===== src/logic/cpu_pkg.sv =====
package cpu_pkg;

	// Write-back source select.
	localparam logic [2:0] SEL_ALU = 3'd0;
	localparam logic [2:0] SEL_MEM = 3'd1; // Load or store.
	localparam logic [2:0] SEL_CSR = 3'd2;

	// Memory operation codes
	// Loads and stores share one 3-bit field.
	localparam logic [2:0] MEM_LB  = 3'd0;
	localparam logic [2:0] MEM_LH  = 3'd1;
	localparam logic [2:0] MEM_LW  = 3'd2;
	localparam logic [2:0] MEM_SB  = 3'd3;
	localparam logic [2:0] MEM_LBU = 3'd4;
	localparam logic [2:0] MEM_LHU = 3'd5;
	localparam logic [2:0] MEM_SH  = 3'd6;
	localparam logic [2:0] MEM_SW  = 3'd7;

	// Cause for a failed data bus access.
	localparam logic [31:0] CAUSE_DMEM_BUS_ERROR = 32'h0000_0005;

	// AXI response codes.
	localparam logic [1:0] RESP_OKAY   = 2'b00;
	localparam logic [1:0] RESP_SLVERR = 2'b10;

endpackage


===== src/logic/dmem_request.sv =====
`timescale 1ns/1ps

module dmem_request (
	input  logic        clk,
	input  logic        reset,

	input  logic        valid_in,
	input  logic        ready_out,

	input  logic [2:0]  wb_src_ex,
	input  logic [2:0]  mem_op_ex,
	input  logic        rd_wena_ex,
	input  logic        exc_pend_ex,
	input  logic [31:0] mem_addr_ex,
	input  logic [31:0] store_data_ex,

	output logic [31:0] araddr,
	output logic        arvalid,
	input  logic        arready,

	output logic [31:0] awaddr,
	output logic        awvalid,
	input  logic        awready,
	output logic [31:0] wdata,
	output logic [3:0]  wstrb,
	output logic        wvalid,
	input  logic        wready
);

	logic issued;
	logic aw_done;
	logic w_done;
	logic req;
	logic is_load;
	logic aw_fin;
	logic w_fin;
	logic accept;

	assign req     = valid_in && wb_src_ex == cpu_pkg::SEL_MEM && !exc_pend_ex && !issued;
	assign is_load = rd_wena_ex;
	assign accept  = valid_in && ready_out; // Stage takes the instruction.

	assign araddr  = mem_addr_ex;
	assign awaddr  = mem_addr_ex;
	assign arvalid = req && is_load;
	assign awvalid = req && !is_load && !aw_done;
	assign wvalid  = req && !is_load && !w_done;

	// Write completes once both channels are through.
	assign aw_fin = aw_done || (awvalid && awready);
	assign w_fin  = w_done || (wvalid && wready);

	// Replicate narrow store data across the word.
	always_comb begin
		case (mem_op_ex)
			cpu_pkg::MEM_SB: begin
				wdata = {4{store_data_ex[7:0]}};
				wstrb = 4'b0001 << mem_addr_ex[1:0];
			end
			cpu_pkg::MEM_SH: begin
				wdata = {2{store_data_ex[15:0]}};
				wstrb = mem_addr_ex[1] ? 4'b1100 : 4'b0011;
			end
			default: begin
				wdata = store_data_ex;
				wstrb = 4'b1111;
			end
		endcase
	end

	always_ff @(posedge clk, posedge reset) begin
		if (reset) begin
			issued  <= 1'b0;
			aw_done <= 1'b0;
			w_done  <= 1'b0;
		end else if (accept) begin
			issued  <= 1'b0;
			aw_done <= 1'b0;
			w_done  <= 1'b0;
		end else if (arvalid && arready) begin
			issued <= 1'b1;
		end else if (req && !is_load) begin
			if (aw_fin && w_fin) begin
				issued  <= 1'b1;
				aw_done <= 1'b0;
				w_done  <= 1'b0;
			end else begin
				aw_done <= aw_fin;
				w_done  <= w_fin;
			end
		end
	end

endmodule


===== config.mk =====
export PLATFORM = sky130hd
export DESIGN_NAME = dmem_request
export DESIGN_NICKNAME = d
export VERILOG_FILES = /design/src/logic/cpu_pkg.sv /design/src/logic/dmem_request.sv
export SDC_FILE = /design/constraint.sdc
export NUM_CORES = 1
export LEC_CHECK = 0
export ABC_AREA = 1
export BUFFER_PORTS_ARGS = -buffer_cell sky130_fd_sc_hd__buf_4
export CAP_MARGIN = 20
export CORE_AREA = 2 2 71 73
export DETAILED_ROUTE_END_ITERATION = 16
export DIE_AREA = 0 0 73 75
export GPL_TIMING_DRIVEN = 0
export PLACE_DENSITY = 0.79
export SYNTH_ARGS = -nofsm -noshare
export SYNTH_HDL_FRONTEND = slang
export SYNTH_SLANG_ARGS = --single-unit

===== constraint.sdc =====
create_clock -name clk -period 1.49 [get_ports clk]
set_input_delay 0.149 -clock clk [delete_from_list [all_inputs] [get_ports clk]]
set_output_delay 0.149 -clock clk [all_outputs]
set_load 0.01 [all_outputs]

# After elaboration in Yosys (flattened, before gate mapping)
# Index checks and enable logic that the tools add are counted.
[totals]
elab_cells = 47
input_bits = 79
ff_bits = 3
out_inout_bits = 103
[classes]
reduce_logical = 24
muxes = 15
n_eq_ne = 4
n_shift = 1
[ops]
columns = ["op", "count"]
rows = [
  ["$pmux W32 S2", 1],
  ["$logic_and A1 B1 Y1", 12],
  ["$mux W1", 12],
  ["$pmux W4 S2", 1],
  ["$reduce_bool A3 Y1", 2],
  ["$logic_not A1 Y1", 5],
  ["$mux W4", 1],
  ["$reduce_and A2 Y1", 2],
  ["$shl A1 B2 Y4 const A", 1],
  ["$eq A3 B1 Y1 const B", 1],
  ["$eq A3 B2 Y1 const B", 1],
  ["$eq A3 B3 Y1 const B", 1],
  ["$logic_or A1 B1 Y1", 2],
  ["$ne A2 B2 Y1 const B", 1],
  ["$reduce_bool A2 Y1", 1],
]

# Logic depth before layout (Yosys ltp)
[logic_depth]
word_depth = 13
ltp_mapped = 8
depth_no_buf = 8

# Worst setup path before layout
# OpenSTA, ideal clock, no wires.
[synth_path]
path_kind = "flip-flop to output port"
from = "register issued"
to = "output port awvalid"
path_buffers = 0
slack_ns = 0.325
t_arrival_ns = 1.016
required_time_ns = 1.341
stages_incl_launch_ff = 6
cell_sequence = "dfrtp_1 > inv_1 > nand2_1 > nor2_1 > nand2_1 > nor3_1"
[synth_between]
elab_chain_cells = 4
[synth_rtl]
columns = ["element", "line_no", "rtl"]
rows = [
  ["start: declaration", "dmem_request.sv:30", "logic issued;"],
  ["start signal: assignment", "dmem_request.sv:73", "issued <= 1'b0;"],
  ["start signal: assignment", "dmem_request.sv:77", "issued <= 1'b0;"],
  ["start signal: assignment", "dmem_request.sv:81", "issued <= 1'b1;"],
  ["$logic_not A1 Y1", "dmem_request.sv:39", "assign req = valid_in && wb_src_ex == cpu_pkg::SEL_MEM && !exc_pend_ex && !issued;"],
  ["$logic_and A1 B1 Y1", "dmem_request.sv:39", ""],
  ["$logic_and A1 B1 Y1 (2 in a row)", "dmem_request.sv:46", "assign awvalid = req && !is_load && !aw_done;"],
  ["end: declaration", "dmem_request.sv:22", "output logic awvalid,"],
]
# Every way passes these cells.

# Final worst setup path
# Ends and elaborated chain as after synthesis.

==> flow_summary.toml <==
[floorplanning]
die_w_um = 73
core_mm2 = 0.004661
dieArea_mm2 = 0.005475
dieHeight_um = 75
rows = 25
initial_core_util = 0.2698
num_io_pins = 182

[timing]
max_clock_freq_mhz = 721.9
finalHoldViolations = 0
layout_min_cycle_time_ps = 1385
tns_ps = 0
setup_slack_ps = 104.8
worst_slew_pin_slew_ps = 280.9
fin_worst_skew_ps = 0.2670
drv_slew = 0
period_share = 0.9296
setup_violations = 0
slew-limit-headroom = 0.8120
rsz0062_at_grt = "false"

[critical_path]
r2r_slack_ps = 330
r2r_start = "issued"
end_kind = "output pin"
crit_family = "simple AND/OR/NAND/NOR gates"
cp.arrival_ps = 1240
cp.buffers_inverters = 2
rr_endpoint = "aw_done"
ff2ff_path_depth = 8
crit_chain = "inv_1, nand2_1, nor2_2, nand2_1, nor3_2, buf_4"
slowest_stage = "dfrtp_1"
cp.required_ps = 1340
start_kind = "flop"
cpPeakStageDelay_ps = 360
crit_path_frequent_cell = "nand2_1"
worstPathMaxFanout = 5
crit_type = "reg -> out"

[status]
status = "completed"

[routing]
wl_mm = 4.681
antenna_left = 0
drc = 0
vias = 1711
wl_per_cell_um = 11.25
drt_iter0_drc = 26
via_per_inst = 4.113
drt-pass1-iter-count = 4

[cts]
cts_buffer_depth = 2
root_buffer = "clkbuf_8"
cts-buffers-inserted = 3
cts_setup_buffers = 0
cts_sinks = 3
h-tree-depth = 1
clock_latency_ps = 210
cts_tree = "done"
path_clk_slew_ps = 30

[power_and_ir_drop]
peakVddDrop_uv = 250.3
fin_total_pwr_mw = 1.084
p_per_area_mw_per_mm2 = 429.9
leakagePower_nw = 1.552

[flow_run]
cap_violations = 0

[layout]
nets = 442
drive_gt1_frac = 0.6740
num_antenna_cells = 0
final_area_mm2 = 0.002521
synthToLayoutAreaGrowth_pct = 100.5
post-route-util = 0.5409

[global_routing]
antenna_found_initial = 0
track_usage = 0.1486
grt_pass1_wl_mm = 6.444
grt_pass1_vias = 1470
grt_overflow = 0
grt_max_degree = 11

[synth]
synth_area_leaders = "buf_4 (44%), inv_1 (12%), nand2_1 (6.9%)"
synthCells = 206
synth.avg_cell_area_um2 = 6.104
synth_seq_area_share = 0.05970
syn_nets = 285
yosysWarnings = 0
ys.flop_type = "dfrtp_1"
yosys.area.top_type_share = 0.4358
yosysMostFrequentCell = "buf_4"
synth_edf_count = 0
syn-cell-area_mm2 = 0.001257
yosysUniqueCellTypes = 19
synth_commonest_cells = "buf_4 (73), inv_1 (39), nand2_1 (23)"
async_flop_share = 1.000
synth_top_area_cell = "buf_4"
ys_seq_elements = 3

[worst_hold_path]
min_to = "issued"
min_path_type = "in -> reg"
hp-start = "ready_out"
hold_path_depth = 4

[placed_design]
io_buffers = 151
dpl_worst_slack_ps = 218.0
place_congestion = 0.8033
placed_cell_area_mm2 = 0.002459
dp.final_hpwl_mm = 4.126
-- layout make-up --
| type | count | area (um^2) |
|---|---|---|
| multi-input combinational | 88 | 461.7 |
| inverter | 39 | 146.4 |
| buffer | 76 | 581.8 |
| timing repair buffer | 152 | 1144 |
| fill | 490 | 2140 |
| tap | 54 | 67.56 |
| sequential | 3 | 75.07 |
| clock buffer | 4 | 45.04 |
-- power by group --
| group | total (mW) | internal [mW] | switching, mW | leakage (nW) |
|---|---|---|---|---|
| combinational | 0.767 | 0.459 | 0.308 | 1.49 |
| sequential | 0.0840 | 0.0833 | 0.000675 | 0.0418 |
| clock | 0.233 | 0.182 | 0.0508 | 0.0228 |
-- logic make-up after synthesis --
| group | synth area share |
|---|---|
| flip-flops | 0.05970 |
| AND/OR/NAND/NOR | 0.2199 |
| AO/OA/AOI/OAI | 0.1413 |
| buffers and inverters | 0.5791 |
-- worst max-delay path by stage --
stage / from / endpoint / slack [ps] / cells after the start
6_report: issued / awvalid / 100 / 6
5_1_grt: issued / awvalid / 9 / 6
4_1_cts: issued / awvalid / 60 / 6
3_5_place_dp: issued / awvalid / 220 / 6
3_3_place_gp: issued / awvalid / 220 / 6
2_1_floorplan: issued / awvalid / 320 / 5
-- through the flow --
step	hold WS, ps	instances
floorplan	-97.36	206
global placement	27.91	411
detailed placement	30.83	411
CTS	244.6	416
global route	304.9	416
finish	246.3	416
-- layer usage --
layer,vias up,wire [um],track usage,part of all wire
li1,870,-,-,-
met1,732,1474,0.1429,0.31
met2,101,2686,0.3053,0.57
met3,8,453,0.03347,0.097
met4,0,68,0.05144,0.015
met5,-,0,0,0
-- repair_timing --
| item | 4_1_cts | 5_1_grt |
|---|---|---|
| endpoints found under the setup margin | 1 | 1 |
| hold endpoints to repair | 3 | 0 |
| cloned | 0 | 0 |
| pin swaps | 0 | 0 |
| gates resized for setup | 1 | 1 |
| hold buffers | 1 | 0 |
-- worst reg2reg max path, stage by stage, from the launching register on --
cell,delay (ps)
dfrtp_1,360
inv_1,70
nand2_1,60
nor2_2,160
nand2_1,130
nor2_1,110
nor2_1,60
nand2_1,50
nand2_1,50
-- sequential cells by signal, summed over array words and instances (netlist names) --
name and count:
issued 1, w_done 1, aw_done 1
-- cell usage in the layout (no fill, tap or decap) --
cell type	instances
o21ai_2	2
nor3_2	1
o22ai_1	6
nand2_1	23
clkbuf_8	3
nor2_2	3
nor2_1	17
inv_1	39
or2_2	1
dfrtp_1	3
nand4_1	4
a21oi_2	2
nand2_4	3
clkbuf_1	1
o21ai_1	6
buf_4	224
dlygate4sd3_1	1
a21oi_1	6
o21ai_0	4
nand3_1	8
buf_6	3
o22ai_2	2
Power figures use the tool's default switching activity.
