--- src/logic/cpu_pkg.sv ---
package cpu_pkg;

	// Write-back source select.
	localparam logic [2:0] SEL_ALU = 3'd0;
	localparam logic [2:0] SEL_MEM = 3'd1; // Load or store.
	localparam logic [2:0] SEL_CSR = 3'd2;

	// Memory operation codes
	// Loads and stores share one 3-bit field.
	localparam logic [2:0] MEM_LB  = 3'd0;
	localparam logic [2:0] MEM_LH  = 3'd1;
	localparam logic [2:0] MEM_LW  = 3'd2;
	localparam logic [2:0] MEM_SB  = 3'd3;
	localparam logic [2:0] MEM_LBU = 3'd4;
	localparam logic [2:0] MEM_LHU = 3'd5;
	localparam logic [2:0] MEM_SH  = 3'd6;
	localparam logic [2:0] MEM_SW  = 3'd7;

	// Cause for a failed data bus access.
	localparam logic [31:0] CAUSE_DMEM_BUS_ERROR = 32'h0000_0005;

	// AXI response codes.
	localparam logic [1:0] RESP_OKAY   = 2'b00;
	localparam logic [1:0] RESP_SLVERR = 2'b10;

endpackage

--- src/logic/mem_stage.sv ---
`timescale 1ns/1ps

module mem_stage (
	input  logic        clk,
	input  logic        reset,

	input  logic        valid_in,
	output logic        ready_out,
	output logic        valid_out,
	input  logic        ready_in,

	input  logic [31:0] pc_ex,
	input  logic [31:0] ir_ex,
	input  logic        rd_wena_ex,
	input  logic [5:0]  rd_addr_ex,
	input  logic [31:0] rd_data_ex,
	input  logic [11:0] csr_addr_ex,
	input  logic        csr_rena_ex,
	input  logic        csr_wena_ex,
	input  logic [31:0] csr_wdata_ex,
	input  logic [2:0]  wb_src_ex,
	input  logic [2:0]  mem_op_ex,
	input  logic [1:0]  csr_op_ex,
	input  logic        exc_pend_ex,
	input  logic [31:0] exc_cause_ex,

	input  logic [1:0]  bresp,
	input  logic        bvalid,
	output logic        bready,
	input  logic [31:0] araddr,
	input  logic [31:0] rdata,
	input  logic [1:0]  rresp,
	input  logic        rvalid,
	output logic        rready,

	output logic [31:0] pc_mem,
	output logic [31:0] ir_mem,
	output logic        rd_wena_mem,
	output logic [5:0]  rd_addr_mem,
	output logic [31:0] rd_data_mem,
	output logic [11:0] csr_addr_mem,
	output logic        csr_rena_mem,
	output logic        csr_wena_mem,
	output logic [31:0] csr_wdata_mem,
	output logic [2:0]  wb_src_mem,
	output logic [1:0]  csr_op_mem,
	output logic        exc_pend_mem,
	output logic [31:0] exc_cause_mem
);

	logic        stall;
	logic        is_mem;
	logic [31:0] rdata_aligned;

	assign is_mem = wb_src_ex == cpu_pkg::SEL_MEM;

	// Drain behind exceptions and CSR accesses.
	assign stall = exc_pend_mem || csr_rena_mem || csr_wena_mem ||
		(!exc_pend_ex && is_mem &&
		((rd_wena_ex && !rvalid) || (!rd_wena_ex && !bvalid)));

	assign ready_out = ready_in && !stall;

	// Response pops only when the instruction moves on.
	assign rready = ready_out;
	assign bready = ready_out;

	assign rdata_aligned = rdata >> {araddr[1:0], 3'b000};

	always_ff @(posedge clk, posedge reset) begin
		if (reset) begin
			valid_out     <= 1'b0;
			pc_mem        <= '0;
			ir_mem        <= '0;
			rd_wena_mem   <= 1'b0;
			rd_addr_mem   <= '0;
			rd_data_mem   <= '0;
			csr_addr_mem  <= '0;
			csr_rena_mem  <= 1'b0;
			csr_wena_mem  <= 1'b0;
			csr_wdata_mem <= '0;
			wb_src_mem    <= '0;
			csr_op_mem    <= '0;
			exc_pend_mem  <= 1'b0;
			exc_cause_mem <= '0;
		end else if (valid_in && ready_out) begin
			valid_out     <= 1'b1;
			pc_mem        <= pc_ex;
			ir_mem        <= ir_ex;
			rd_wena_mem   <= rd_wena_ex;
			rd_addr_mem   <= rd_addr_ex;
			rd_data_mem   <= rd_data_ex;
			csr_addr_mem  <= csr_addr_ex;
			csr_rena_mem  <= csr_rena_ex;
			csr_wena_mem  <= csr_wena_ex;
			csr_wdata_mem <= csr_wdata_ex;
			wb_src_mem    <= wb_src_ex;
			csr_op_mem    <= csr_op_ex;
			exc_pend_mem  <= exc_pend_ex;
			exc_cause_mem <= exc_cause_ex;

			if (is_mem && !exc_pend_ex) begin
				if (rd_wena_ex) begin
					if (rresp != cpu_pkg::RESP_OKAY) begin
						exc_pend_mem  <= 1'b1;
						exc_cause_mem <= cpu_pkg::CAUSE_DMEM_BUS_ERROR;
					end else begin
						case (mem_op_ex)
							cpu_pkg::MEM_LB:
								rd_data_mem <= {{24{rdata_aligned[7]}}, rdata_aligned[7:0]};
							cpu_pkg::MEM_LBU:
								rd_data_mem <= {24'h000000, rdata_aligned[7:0]};
							cpu_pkg::MEM_LH:
								rd_data_mem <= {{16{rdata_aligned[15]}}, rdata_aligned[15:0]};
							cpu_pkg::MEM_LHU:
								rd_data_mem <= {16'h0000, rdata_aligned[15:0]};
							default:
								rd_data_mem <= rdata_aligned;
						endcase
					end
				end else if (bresp != cpu_pkg::RESP_OKAY) begin // Failed store.
					exc_pend_mem  <= 1'b1;
					exc_cause_mem <= cpu_pkg::CAUSE_DMEM_BUS_ERROR;
				end
			end
		end else if (valid_out && ready_in) begin
			valid_out     <= 1'b0; // Consumed, nothing new.
			pc_mem        <= '0;
			ir_mem        <= '0;
			rd_wena_mem   <= 1'b0;
			rd_addr_mem   <= '0;
			rd_data_mem   <= '0;
			csr_addr_mem  <= '0;
			csr_rena_mem  <= 1'b0;
			csr_wena_mem  <= 1'b0;
			csr_wdata_mem <= '0;
			wb_src_mem    <= '0;
			csr_op_mem    <= '0;
			exc_pend_mem  <= 1'b0;
			exc_cause_mem <= '0;
		end
	end

endmodule

--- config.mk ---
export PLATFORM = sky130hd
export DESIGN_NAME = mem_stage
export DESIGN_NICKNAME = d
export VERILOG_FILES = /design/src/logic/cpu_pkg.sv /design/src/logic/mem_stage.sv
export SDC_FILE = /design/constraint.sdc
export NUM_CORES = 1
export LEC_CHECK = 0
export BUFFER_PORTS_ARGS = -buffer_cell sky130_fd_sc_hd__buf_2
export CORE_AREA = 4 4 176 178
export CTS_CLUSTER_SIZE = 24
export DETAILED_ROUTE_END_ITERATION = 10
export DIE_AREA = 0 0 180 182
export PLACE_DENSITY = 0.61
export SLEW_MARGIN = 10
export SYNTH_ARGS = -nofsm -noshare
export SYNTH_HDL_FRONTEND = slang
export SYNTH_SLANG_ARGS = --single-unit
--- constraint.sdc ---
create_clock -name clk -period 10.8 [get_ports clk]
set_input_delay 3.24 -clock clk [delete_from_list [all_inputs] [get_ports clk]]
set_output_delay 3.24 -clock clk [all_outputs]
set_load 0.02 [all_outputs]
### After elaboration in Yosys (flattened, before gate mapping)

Index checks and enable logic that the tools add are counted.

| word-level totals | value |
|---|---|
| bits in registers | 188 |
| logic and storage cells | 71 |
| output and inout bits | 191 |
| bits of input ports | 264 |

| operators by class | value |
|---|---|
| mux-type cells | 32 |
| shift operators | 1 |
| equal/unequal tests | 4 |
| reductions and logical operators | 20 |

Operators with widths:

| cell | number |
|---|---|
| two-way mux 32 bit | 13 |
| one-hot mux 32 bit (4 select lines) | 1 |
| right shift 32 x 5 -> 32 bit | 1 |
| two-way mux 12 bit | 2 |
| two-way mux 6 bit | 2 |
| two-way mux 1 bit | 10 |
| logical AND 1 bit | 7 |
| equality test 3 x 1 -> 1 bit, second input constant | 2 |
| equality test 3 bit, second input constant | 2 |
| two-way mux 3 bit | 2 |
| nonzero test 2 bit | 3 |
| zero test 1 bit | 5 |
| logical OR 1 bit | 4 |
| two-way mux 2 bit | 2 |
| zero test 3 bit | 1 |

### Depth between registers and ports, before layout

| depth | value |
|---|---|
| depth in word-level cells | 9 |
| depth in mapped cells | 7 |
| gate-level depth less buffers | 4 |

### Worst setup path before layout

OpenSTA, ideal clock, no wires.

| timing | value |
|---|---|
| path type | input-to-output |
| from | input ready_in |
| to | output ready_out |
| slack | 3,069 ps |
| path buffers | 2 |
| stages | 4 |
| required time | 7,560 ps |
| arrival time | 4,491 ps |
| cells stage by stage | or4b_1 buf_2 a21oi_1 buf_4 |

| between the ends | value |
|---|---|
| longest elaborated chain between the ends | 1 |

RTL lines:

| element | line | text |
|---|---|---|
| start, declared | mem_stage.sv:10 | `input logic ready_in,` |
| logical AND 1 bit | mem_stage.sv:62 | `assign ready_out = ready_in && !stall;` |
| end, declared | mem_stage.sv:8 | `output logic ready_out,` |

No other way between the ends.

### Final worst setup path

| timing | value |
|---|---|
| from | input ready_in |
| to | output rready |

| between the ends | value |
|---|---|
| longest elaborated chain between the ends | 1 |

RTL lines:

| element | line | text |
|---|---|---|
| logical AND 1 bit | mem_stage.sv:62 |  |
| end, declared | mem_stage.sv:34 | `output logic rready,` |

No other way between the ends.

==> impl_metrics.py <==
metrics = {
    "clock_tree": {
        "cts_root_buf": "sky130_fd_sc_hd__clkbuf_16",
        "cts_tree": "yes",
        "cts.sink_count": 188,
        "clockBufferDepth": 2,
        "post_cts_buffers": 0,
        "cts.repair.resized": 0,
        "cts_hold_buf": 0,
        "worst_skew_pair.late_latency_ns": 0.43,
        "path_clk_slew_ns": 0.06,
        "cts.htree.levels": 4,
        "numCtsBuffers": 17,
    },
    "die": {
        "die_height_um": 182,
        "die_w_um": 180,
        "design.portCount": 455,
        "floorplan.initialDensity": 0.277,
        "number_of_cell_rows": 63,
        "core_area_mm2": 0.0294,
        "dieArea_mm2": 0.0328,
    },
    "global_route": {
        "number_of_antenna_violations_at_the_first_check_in_global_routing": 1,
        "groute.usage.overall": 0.163,
        "grtUsageMet3": 0.0479,
        "first_global_vias": 7592,
        "gr-total-overflow": 0,
        "grt_use_met1": 0.205,
        "grt_start_max_net_pins": 124,
        "grt_pass1_wl_um": 42800,
        "grtUsageMet2": 0.269,
        "globalRoute.busiestLayer": "met2",
    },
    "timing": {
        "timing.final.crit_share": 0.735,
        "slew_violations": 0,
        "setup_tns_ns": 0,
        "final_setup_violating_endpoints": 0,
        "final_hold_viol_count": 0,
        "worst_slew_margin_rel": 0.265,
        "finClkSkew_ns": 0.00989,
        "fmax_mhz": 126,
        "unrepaired_setup_endpoints_after_global_routing": "false",
        "tightestPinTransition_ns": 1.10,
        "minimum_period_implied_by_the_final_worst_setup_slack_ns": 7.94,
    },
    "pwr": {
        "register_share_of_total_power": 0.381,
        "power.combinational.fraction": 0.394,
        "switchingPower_mw": 1.15,
        "irDropWorstVdd_mv": 0.117,
        "power.switching_fraction": 0.404,
        "pwr_dens_mw_per_mm2": 255,
        "power.total_mw": 2.84,
        "power_leakage_nw": 6.20,
        "internal-power_mw": 1.70,
        "power.clock.fraction": 0.225,
    },
    "synth": {
        "synthMostInstantiatedCell": "sky130_fd_sc_hd__nand2_1",
        "synth.cell_area_mm2": 0.00816,
        "synth.ff_latch_count": 188,
        "post-synth-top-area-fraction": 0.577,
        "synth.largest_area_cell": "sky130_fd_sc_hd__dfrtp_1",
        "yosys_warnings": 0,
        "yosysSeqAreaShare": 0.577,
        "synth_edf_count": 0,
        "netlist_instances": 822,
        "async_flop_share": 1.00,
        "ys_top_cells_by_count": "241 x sky130_fd_sc_hd__nand2_1, 188 x sky130_fd_sc_hd__dfrtp_1, 128 x sky130_fd_sc_hd__nand3_1, 40 x sky130_fd_sc_hd__mux2i_1, 34 x sky130_fd_sc_hd__a22o_1",
        "post_synth_main_area_contributors": "sky130_fd_sc_hd__dfrtp_1 58%, sky130_fd_sc_hd__nand2_1 11%, sky130_fd_sc_hd__nand3_1 7.9%",
        "synthesized_nets": 1086,
        "synth_cell_type_count": 39,
        "avgSynthCellArea_um2": 9.92,
        "postSynth.topFlopCell": "sky130_fd_sc_hd__dfrtp_1",
    },
    "cells_and_area": {
        "layout-area-overhead-vs-synth_pct": 36.8,
        "fillerInstances": 2969,
        "antenna-diode-count": 0,
        "layout_cells_sized_above_1": 0.393,
        "nNetsFinal": 1467,
        "finalInstanceArea_mm2": 0.0112,
    },
    "detailed_routing": {
        "drt-vias-per-instance": 4.78,
        "route.final.wire_length_um": 27900,
        "detailedRoute.firstPassIterationCount": 4,
        "antenna_violating_nets_post_route": 0,
        "route.detailed.drc": 0,
        "drt-wirelength-per-cell_um": 17.4,
        "vias": 7675,
        "drt_iter0_drc": 413,
    },
    "worst_setup_path": {
        "setup.worst_path.class": "input pin to primary output",
        "worst-endpoint-arrival_ns": 4.70,
        "setup.reg_to_reg.worst_slack_ns": 7.73,
        "reg2reg_depth": 5,
        "cp_data_required_time_ns": 7.56,
        "end_kind": "primary output",
        "worstSetupStartpointType": "input pin",
        "regToRegEndpoint": "ir_mem[7]",
        "rr_startpoint": "csr_wena_mem",
        "critical_path.max_fanout": 6,
    },
    "hold_path": {
        "hold-path-cell-count": 2,
        "hold_start": "pc_mem[9]",
        "hold_end": "pc_mem[9]",
        "min-delay-path-class": "flop to flop",
    },
    "flow_run": {
        "maxCapViolCount": 0,
    },
    "placed_design": {
        "routabilityCongestion": 0.847,
        "detailed_place_hpwl_um": 19800,
        "detailed_place.area_mm2": 0.0106,
        "port-buffer-count": 424,
    },
    "outcome": {
        "run_status": "completed",
    },
}
==> through the flow <==
step	instances	util	hold slack, ns	setup WS [ns]
floorplan	822	-	0.597	2.45
global placement	1574	0.359	0.473	2.86
detailed placement	1574	0.359	0.470	2.82
CTS	1606	0.379	0.495	2.81
global route	1606	0.380	0.511	2.80
finish	1606	0.380	0.490	2.86
==> critical path, cell delays in order <==
cell and delay (ns):
sky130_fd_sc_hd__buf_2 0.14, sky130_fd_sc_hd__or4b_1 0.70, sky130_fd_sc_hd__a21oi_1 0.38, sky130_fd_sc_hd__buf_2 0.23
==> flip-flops by register name, summed over array words and instances (netlist names), 3 cells and up <==
register,cells
csr_addr_mem,12
pc_mem,32
csr_wdata_mem,32
ir_mem,32
exc_cause_mem,32
rd_addr_mem,6
rd_data_mem,32
wb_src_mem,3
==> layout by cell type (no fill, tap or decap), drive strengths merged, types with 3 or more instances in the layout <==
cell type  count
mux2i         40
clkinvlp       4
o2bb2ai        8
nand3b         7
nor3           5
inv           15
or2            3
dfrtp        188
nand2        241
clkbuf        21
a22o          34
clkinv         3
o22ai          9
buf          430
a21oi          5
o311ai         8
o21ai         18
nand3        128
nand2b         3
nor2           5
o211ai         9
a32oi         16
==> worst max-delay path by stage <==
stage,slack (ns),endpoint,from,depth (start not counted)
5_1_grt,2.80,ready_out,ready_in,4
4_1_cts,2.81,ready_out,ready_in,4
2_1_floorplan,2.45,csr_addr_mem[0],reset,1
6_report,2.86,rready,ready_in,4
3_3_place_gp,2.86,rready,ready_in,4
3_5_place_dp,2.82,ready_out,ready_in,4
==> logic make-up (layout without fill, tap and decap cells) <==
family / Yosys count / in the layout / share of synthesized area
AND/OR/NAND/NOR: 398 / 398 / 0.218
multiplexers: 40 / 40 / 0.0491
AO/OA/AOI/OAI: 115 / 115 / 0.114
flip-flops: 188 / 188 / 0.577
buffers and inverters: 81 / 475 / 0.0426
==> routing by layer <==
layer	share of wire	vias to the layer above
met5	0.00072	-
met4	0.024	2
met3	0.075	41
met2	0.49	331
li1	-	3607
met1	0.41	3694
==> power groups by stage <==
stage	Clock [mW]	Sequential [mW]	Combinational, mW
after CTS	0.667	1.09	1.14
after detailed placement	0	1.09	1.14
after floorplan	0	1.40	0.390
after global placement	0	1.09	1.12
final	0.640	1.08	1.12
after global routing	0.695	1.11	1.22
==> cell type report <==
| cell class | count | area (µm²) | share of cell area |
|---|---|---|---|
| Clock buffer | 21 | 460 | 0.0413 |
| Clock inverter | 11 | 134 | 0.0120 |
| Inverter | 13 | 56.3 | 0.00505 |
| Multi-Input combinational cell | 553 | 3150 | 0.282 |
| Sequential cell | 188 | 4700 | 0.422 |
| Tap cell | 390 | 488 | 0.0437 |
| Timing Repair Buffer | 430 | 2170 | 0.194 |
(Power assumes the default switching activity.)
